[src/hdl/ball_pkg.sv]
package ball_pkg;

	localparam int COORD_W = 10;
	localparam int DIST_W = 22;

	typedef logic [COORD_W-1:0] coord_t;

	typedef struct packed {
		coord_t x;
		coord_t y;
	} ball_pos_t;

	// east is increasing x, north is decreasing y
	typedef enum logic [2:0] {
		north, northeast, east, southeast,
		south, southwest, west, northwest
	} dir_t;

	typedef struct packed {
		logic flip_x;
		logic flip_y;
	} bounce_t;

	// pitch geometry in pixels
	localparam coord_t FIELD_LEFT = 10'd150;
	localparam coord_t FIELD_RIGHT = 10'd661;
	localparam coord_t FIELD_TOP = 10'd36;
	localparam coord_t FIELD_BOTTOM = 10'd510;

	localparam coord_t SERVE_X = 10'd463;
	localparam coord_t SERVE_Y = 10'd275;
	localparam dir_t SERVE_DIR = southwest;

	// player columns, their rows come from the buttons side
	localparam coord_t PLAYER1_X = 10'd240;
	localparam coord_t PLAYER2_X = 10'd560;

	localparam coord_t GOAL_ROW_BLUE = 10'd450;
	localparam coord_t GOAL_ROW_RED = 10'd100;
	localparam coord_t GOAL_COL0 = 10'd300;
	localparam coord_t GOAL_COL1 = 10'd400;
	localparam coord_t GOAL_COL2 = 10'd500;

	function automatic logic goes_east(dir_t d);
		return d inside {northeast, east, southeast};
	endfunction

	function automatic logic goes_west(dir_t d);
		return d inside {northwest, west, southwest};
	endfunction

	function automatic logic goes_north(dir_t d);
		return d inside {northwest, north, northeast};
	endfunction

	function automatic logic goes_south(dir_t d);
		return d inside {southwest, south, southeast};
	endfunction

	// swap the horizontal component
	function automatic dir_t mirror_x(dir_t d);
		case (d)
			northeast: return northwest;
			east: return west;
			southeast: return southwest;
			northwest: return northeast;
			west: return east;
			southwest: return southeast;
			default: return d;
		endcase
	endfunction

	// swap the vertical component
	function automatic dir_t mirror_y(dir_t d);
		case (d)
			north: return south;
			northeast: return southeast;
			northwest: return southwest;
			south: return north;
			southeast: return northeast;
			southwest: return northwest;
			default: return d;
		endcase
	endfunction

	// squared distance from the ball to a circle centre
	function automatic logic [DIST_W-1:0] sq_dist(ball_pos_t p, coord_t cx, coord_t cy);
		logic [DIST_W-1:0] dx;
		logic [DIST_W-1:0] dy;
		dx = (p.x > cx) ? DIST_W'(p.x - cx) : DIST_W'(cx - p.x);
		dy = (p.y > cy) ? DIST_W'(p.y - cy) : DIST_W'(cy - p.y);
		return dx * dx + dy * dy;
	endfunction

endpackage

[src/hdl/ball_controller.sv]
`timescale 1ns/1ps

module ball_controller import ball_pkg::*; #(
	parameter int BALL_RADIUS = 8,
	parameter int PLAYER_RADIUS = 20,
	parameter int GOAL_RADIUS = 20,
	parameter int MOVE_PERIOD = 4
) (
	input  logic       clk,
	input  logic       rst,
	input  coord_t     team1_pos,
	input  coord_t     team2_pos,
	input  logic [3:0] buttons,
	output ball_pos_t  ball_pos,
	output logic       score_team1,
	output logic       score_team2
);

	logic    tick;
	logic    serve;
	bounce_t bounce;
	dir_t    dir;

	move_tick #(
		.MOVE_PERIOD(MOVE_PERIOD)
	) move_tick_inst (
		.clk (clk),
		.rst (rst),
		.tick(tick)
	);

	ball_motion #(
		.BALL_RADIUS(BALL_RADIUS)
	) ball_motion_inst (
		.clk   (clk),
		.rst   (rst),
		.tick  (tick),
		.serve (serve),
		.bounce(bounce),
		.pos   (ball_pos),
		.dir   (dir)
	);

	player_contact #(
		.BALL_RADIUS  (BALL_RADIUS),
		.PLAYER_RADIUS(PLAYER_RADIUS)
	) player_contact_inst (
		.clk      (clk),
		.rst      (rst),
		.tick     (tick),
		.pos      (ball_pos),
		.dir      (dir),
		.team1_pos(team1_pos),
		.team2_pos(team2_pos),
		.bounce   (bounce)
	);

	serve_control #(
		.BALL_RADIUS(BALL_RADIUS),
		.GOAL_RADIUS(GOAL_RADIUS)
	) serve_control_inst (
		.clk        (clk),
		.rst        (rst),
		.pos        (ball_pos),
		.buttons    (buttons),
		.serve      (serve),
		.score_team1(score_team1),
		.score_team2(score_team2)
	);

endmodule

[src/hdl/ball_motion.sv]
`timescale 1ns/1ps

module ball_motion import ball_pkg::*; #(
	parameter int BALL_RADIUS = 8
) (
	input  logic      clk,
	input  logic      rst,
	input  logic      tick,
	input  logic      serve,
	input  bounce_t   bounce,
	output ball_pos_t pos,
	output dir_t      dir
);

	// ball centre limits, the edge touches the wall here
	localparam coord_t BOUND_LEFT = coord_t'(FIELD_LEFT + BALL_RADIUS);
	localparam coord_t BOUND_RIGHT = coord_t'(FIELD_RIGHT - BALL_RADIUS);
	localparam coord_t BOUND_TOP = coord_t'(FIELD_TOP + BALL_RADIUS);
	localparam coord_t BOUND_BOTTOM = coord_t'(FIELD_BOTTOM - BALL_RADIUS);

	dir_t      dir_wall;
	dir_t      dir_next;
	ball_pos_t pos_next;

	always_comb begin
		dir_wall = dir;
		// only reflect when still heading into the wall
		if ((pos.y >= BOUND_BOTTOM && goes_south(dir)) ||
			(pos.y <= BOUND_TOP && goes_north(dir))) begin
			dir_wall = mirror_y(dir_wall);
		end
		if ((pos.x <= BOUND_LEFT && goes_west(dir)) ||
			(pos.x >= BOUND_RIGHT && goes_east(dir))) begin
			dir_wall = mirror_x(dir_wall);
		end

		// player hits go on top of the wall result
		dir_next = dir_wall;
		if (bounce.flip_x) begin
			dir_next = mirror_x(dir_next);
		end
		if (bounce.flip_y) begin
			dir_next = mirror_y(dir_next);
		end

		pos_next = pos;
		if (goes_east(dir_next)) begin
			pos_next.x = pos.x + 1'b1;
		end else if (goes_west(dir_next)) begin
			pos_next.x = pos.x - 1'b1;
		end
		if (goes_south(dir_next)) begin
			pos_next.y = pos.y + 1'b1;
		end else if (goes_north(dir_next)) begin
			pos_next.y = pos.y - 1'b1;
		end
	end

	always_ff @(posedge clk) begin
		if (rst || serve) begin
			pos.x <= SERVE_X;
			pos.y <= SERVE_Y;
			dir <= SERVE_DIR;
		end else if (tick) begin
			pos <= pos_next;
			dir <= dir_next;
		end
	end

	function automatic logic within_one(coord_t a, coord_t b);
		return (a == b) || (a == b + 1'b1) || (b == a + 1'b1);
	endfunction

	// only a serve may jump the ball
	assert property (@(posedge clk) disable iff (rst)
		!serve |=> within_one(pos.x, $past(pos.x)) && within_one(pos.y, $past(pos.y)))
		else $error("ball moved more than one pixel without a serve");

endmodule

[src/hdl/move_tick.sv]
`timescale 1ns/1ps

module move_tick #(
	parameter int MOVE_PERIOD = 4
) (
	input  logic clk,
	input  logic rst,
	output logic tick
);

	localparam int CNT_W = (MOVE_PERIOD > 1) ? $clog2(MOVE_PERIOD) : 1;
	localparam logic [CNT_W-1:0] CNT_LAST = CNT_W'(MOVE_PERIOD - 1);

	logic [CNT_W-1:0] cnt;

	always_ff @(posedge clk) begin
		if (rst) begin
			cnt <= '0;
		end else if (cnt == CNT_LAST) begin
			cnt <= '0;
		end else begin
			cnt <= cnt + 1'b1;
		end
	end

	assign tick = (cnt == CNT_LAST);

	// a divided rate never gives back-to-back ticks
	assert property (@(posedge clk) disable iff (rst)
		(MOVE_PERIOD > 1) && tick |=> !tick)
		else $error("move tick high on two cycles in a row");

endmodule

[src/hdl/player_contact.sv]
`timescale 1ns/1ps

module player_contact import ball_pkg::*; #(
	parameter int BALL_RADIUS = 8,
	parameter int PLAYER_RADIUS = 20
) (
	input  logic      clk,
	input  logic      rst,
	input  logic      tick,
	input  ball_pos_t pos,
	input  dir_t      dir,
	input  coord_t    team1_pos,
	input  coord_t    team2_pos,
	output bounce_t   bounce
);

	localparam logic [DIST_W-1:0] TOUCH_LIM = DIST_W'((BALL_RADIUS + PLAYER_RADIUS + 1) ** 2);

	logic [DIST_W-1:0] dist1;
	logic [DIST_W-1:0] dist2;
	logic              touch;
	logic              horiz;
	logic              fire;
	logic              hit_latch;

	assign dist1 = sq_dist(pos, PLAYER1_X, team1_pos);
	assign dist2 = sq_dist(pos, PLAYER2_X, team2_pos);
	assign touch = (dist1 < TOUCH_LIM) || (dist2 < TOUCH_LIM);

	// one reflection per contact episode
	assign fire = touch && !hit_latch;
	assign horiz = goes_east(dir) || goes_west(dir);

	// straight north/south hits turn around vertically
	assign bounce.flip_x = fire && horiz;
	assign bounce.flip_y = fire && !horiz;

	// held while the ball overlaps, dropped on the first clear tick
	always_ff @(posedge clk) begin
		if (rst) begin
			hit_latch <= 1'b0;
		end else if (tick) begin
			hit_latch <= touch;
		end
	end

	assert property (@(posedge clk) disable iff (rst)
		tick |-> !(bounce.flip_x && bounce.flip_y))
		else $error("player contact asked for both flips");

endmodule

[src/hdl/serve_control.sv]
`timescale 1ns/1ps

module serve_control import ball_pkg::*; #(
	parameter int BALL_RADIUS = 8,
	parameter int GOAL_RADIUS = 20
) (
	input  logic       clk,
	input  logic       rst,
	input  ball_pos_t  pos,
	input  logic [3:0] buttons,
	output logic       serve,
	output logic       score_team1,
	output logic       score_team2
);

	// ball fully inside the goal circle
	localparam logic [DIST_W-1:0] GOAL_LIM = DIST_W'((GOAL_RADIUS - BALL_RADIUS) ** 2);

	logic in_blue;
	logic in_red;
	logic goal_hit;
	logic serve_req;

	assign in_blue = (sq_dist(pos, GOAL_COL0, GOAL_ROW_BLUE) < GOAL_LIM) ||
		(sq_dist(pos, GOAL_COL1, GOAL_ROW_BLUE) < GOAL_LIM) ||
		(sq_dist(pos, GOAL_COL2, GOAL_ROW_BLUE) < GOAL_LIM);

	assign in_red = (sq_dist(pos, GOAL_COL0, GOAL_ROW_RED) < GOAL_LIM) ||
		(sq_dist(pos, GOAL_COL1, GOAL_ROW_RED) < GOAL_LIM) ||
		(sq_dist(pos, GOAL_COL2, GOAL_ROW_RED) < GOAL_LIM);

	// ball is still in the goal while serve is out, count it once
	assign goal_hit = (in_blue || in_red) && !serve;

	// all four up/down buttons together
	assign serve_req = &buttons;

	always_ff @(posedge clk) begin
		if (rst) begin
			serve <= 1'b0;
			score_team1 <= 1'b0;
			score_team2 <= 1'b0;
		end else begin
			serve <= serve_req || goal_hit;
			score_team1 <= in_red && !serve;
			score_team2 <= in_blue && !serve;
		end
	end

	assert property (@(posedge clk) disable iff (rst)
		!(score_team1 && score_team2))
		else $error("both teams scored in the same cycle");

endmodule

[config.mk]
export PLATFORM = sky130hd
export DESIGN_NAME = ball_controller
export DESIGN_NICKNAME = d
export VERILOG_FILES = /design/src/hdl/ball_pkg.sv /design/src/hdl/ball_controller.sv /design/src/hdl/ball_motion.sv /design/src/hdl/move_tick.sv /design/src/hdl/player_contact.sv /design/src/hdl/serve_control.sv
export SDC_FILE = /design/constraint.sdc
export NUM_CORES = 2
export LEC_CHECK = 0
export ABC_AREA = 0
export BUFFER_PORTS_ARGS = -buffer_cell sky130_fd_sc_hd__buf_4
export CORE_ASPECT_RATIO = 1.25
export CORE_MARGIN = 2
export CORE_UTILIZATION = 58
export DETAILED_ROUTE_END_ITERATION = 7
export GPL_TIMING_DRIVEN = 0
export PLACE_DENSITY = 0.77
export SYNTH_ARGS = -nofsm -noshare
export SYNTH_HDL_FRONTEND = slang
export SYNTH_SLANG_ARGS = --single-unit
[constraint.sdc]
create_clock -name clk -period 18.89 [get_ports clk]
set_clock_uncertainty 0.2 [all_clocks]
set_input_delay 3.778 -clock clk [delete_from_list [all_inputs] [get_ports clk]]
set_output_delay 3.778 -clock clk [all_outputs]
set_load 0.01 [all_outputs]
==> results.md <==
* Initial antenna violation count at 0
* Slew margin rel. at 0.1143
* CP endpoint kind: flip-flop
* Area growth syn-to-layout at 4.935%
* Max FO, Critical Path at 8
* Initial DRC Count at 2241
* EDFF count, synth at 0
* CP most frequent cell: fa_1
* Main synth FF type: dfxtp_1
* Die area at 100100 sq um
* Slew @ Worst Pin at 1329 ps
* Ys Warns at 0
* Status: completed
* Clock buffer depth at 2
* Port bufs at 47
* Worst path required time at 18910 ps
* Avg Inst Size Synth at 9.029 sq um
* DR vias/cell at 5.418
* Post-synth top area cell: fa_1
* Peak Freq at 54.53 MHz
* Largest net degree at the start of global routing at 17
* Max-slew violations at 0
* Proportion of layout cells with a drive suffix above 1 at 0.03768
* WL/cell at 17.50 um
* Chip height at 353.2 um
* Synth cell types at 98
* Setup tns final at 0 ps
* GP Congestion at 0.9725
* CTS Sinks at 29
* Critical Path AT at 18360 ps
* Iteration count of the initial detailed-routing pass at 6
* Area of the core at 97050 sq um
* Global Route Usage Sum at 0.2806
* Num ports at 48
* Final net count at 8431
* Hold WC Path Type: flip-flop to flip-flop
* Post-route ant nets at 0
* Vias in the first global route at 45430
* Top post-synthesis cells by area: fa_1, ha_1, inv_1
* Startpoint Class: primary input
* Clock slew at reported path FFs at 60 ps
* Worst skew pair latency at 310 ps
* First-pass GRT wire length at 226500 um
* Final period utilization at 0.9709
* Die width at 283.3 um
* Final Hold Fails at 0
* Final wirelength at 134200 um
* Number of max-cap violations at 0
* Final setup violating endpoints at 0
* Clock tree root buffer cell: clkbuf_16
* Post-DP HPWL at 120900 um
* CTS H-tree lvls at 2
* Post-synthesis sequential area ratio at 0.01026
* Crit path kind: primary input to flip-flop
* Post-synth top area share at 0.4328
* Std cell rows at 128
* DRC Markers at 0
* Share of async-settable or async-resettable flops after synthesis at 0
* Initial Util at 0.5828
* Synthesized flop and latch total at 29
* Largest stage delay on the critical path at 680 ps
* CTS tree: yes
* Mapped Area at 56570 sq um
* Hold WS at 230.9 ps
* Grt total ovfl at 0
* Post-layout min period at 18340 ps
* Total number of vias at 41560
* Critical Path Slowest Stage Cell: fa_2
* Mapped Cells at 6265
* Inserted Clock Buffers at 5
* Fill count at 8200
==> worst max-delay path: cells and delay by family <==
family          cells  cell delay, ps
fa+ha+maj          13            5950
compound gates     20            3880
simple gates       11            2380
mux                 5            1500
buf+inv             7             720
xor+xnor            1             160
==> per-stage QoR <==
stage,utilization,area (sq um),cells,setup WS [ps]
finish,0.6116,59360,7670,550.3
global route,0.6116,59350,7669,-49.94
CTS,0.6086,59070,7659,44.09
detailed placement,0.6047,58690,7646,-2192
global placement,0.6045,58670,7644,-2027
floorplan,-,56690,6297,853.3
==> worst paths after layout <==
kind                                                             end                                 start  cells past startpoint  slack [ps]
worst min register to register      move_tick_inst.cnt[0]$_SDFF_PP0_      move_tick_inst.cnt[0]$_SDFF_PP0_                      1         230
worst max-delay path            ball_motion_inst.pos[9]$_SDFFE_PP0P_                          team2_pos[6]                     57         550
worst max register to register  ball_motion_inst.pos[9]$_SDFFE_PP0P_  ball_motion_inst.pos[0]$_SDFFE_PP1P_                     58        1620
worst min-delay path                move_tick_inst.cnt[0]$_SDFF_PP0_      move_tick_inst.cnt[0]$_SDFF_PP0_                      1         230
==> cells in the mapped netlist (7+ instances only) <==
cell type  instances
or3_1             20
clkinv_1          15
nor4_1            16
or2_2             32
xor2_1            94
o2111ai_1          8
o21ai_1            9
buf_2             10
nand3_1           54
clkbuf_1          51
mux2i_1           47
fa_1            1223
o21ai_0          121
a31o_2            17
or4_1              8
a22oi_1           10
nor2b_1           41
a21oi_1          198
ha_1             814
a21o_1            71
nand2b_1          58
and3_1            19
nor3_1            87
and2_1            18
o22ai_1           12
a31oi_1           31
o31ai_1           13
inv_1           1763
o21bai_1          29
nand4_1           18
nand3b_1           9
nor2_1           434
a21boi_0           8
xnor2_1          344
a211oi_1          17
o211ai_1          15
buf_1              7
a2111oi_0         10
mux2_2            14
nand2_1          331
a211o_1            8
o21a_1            18
dfxtp_1           29
==> layout by cell type, fill, tap and decap left out, drive strengths merged, types with 12 or more instances in the layout <==
master	synthesis	layout
o31ai	15	15
clkinv	16	14
ha	814	814
dfxtp	29	29
a31oi	31	31
o21a	18	18
nand2	332	332
or2	32	32
a31o	17	17
nor3	87	87
mux2i	48	48
nand2b	58	58
a21oi	202	202
xnor2	344	344
conb	2	34
nand3	55	55
nor4	18	18
xor2	94	94
o211ai	15	15
clkbuf	51	56
nor2b	41	41
fa	1223	1223
mux2	15	15
o22ai	12	12
inv	1767	1765
a21o	71	71
nor2	434	434
o21bai	29	29
and3	19	19
buf	20	85
nand4	18	18
a211oi	18	18
and2	19	19
o21ai	131	131
or3	20	20
==> cells by family (layout without fill, tap and decap cells) <==
logic type               after synthesis  in the layout  synth area share
buffers and inverters               1854           1926            0.1237
multiplexers                          63             63           0.01177
adder cells (fa/ha/maj)             2039           2039            0.6132
AO/OA/AOI/OAI                        666            666           0.07709
XOR/XNOR                             442            442           0.06941
AND/OR/NAND/NOR                     1170           1170           0.09436
flip-flops                            29             29           0.01026
other                                  2             35         0.0001328
==> what timing repair did <==
item	CTS	global route
pin swaps	5	13
hold buffers	0	0
endpoints found under the hold margin	0	0
endpoints found under the setup margin	17	3
buffers inserted	7	10
resized for setup	34	46
==> final cells by class <==
type / instances / area (sq um) / area share
inverter: 1783 / 6721 / 0.1132
multi-input combinational: 4414 / 49450 / 0.8331
clock inverter: 2 / 37.54 / 0.0006324
antenna: 1 / 2.502 / 0.00004216
sequential: 29 / 580.6 / 0.009781
timing repair buffer: 66 / 495.5 / 0.008347
buffer: 69 / 301.5 / 0.005080
clock buffer: 6 / 138.9 / 0.002340
tap: 1300 / 1627 / 0.02740
==> layer usage <==
layer / up-vias / share of wire / global-route usage
met5: - / 0 / 0
met4: 0 / 0.052 / 0.1237
met3: 357 / 0.051 / 0.03030
met2: 1144 / 0.51 / 0.5026
met1: 20740 / 0.38 / 0.3416
li1: 19320 / - / -
==> state kept, by name (all words and copies together) (netlist names) <==
register	count
ball_motion_inst.pos	20
move_tick_inst.cnt	2
player_contact_inst.hit_latch	1
serve_control_inst.score_team2	1
ball_motion_inst.dir	3
serve_control_inst.serve	1
serve_control_inst.score_team1	1
Power is left out: the tool's default activity adds up to more than one toggle a clock period on the data nets, which glitch-free logic cannot reach.
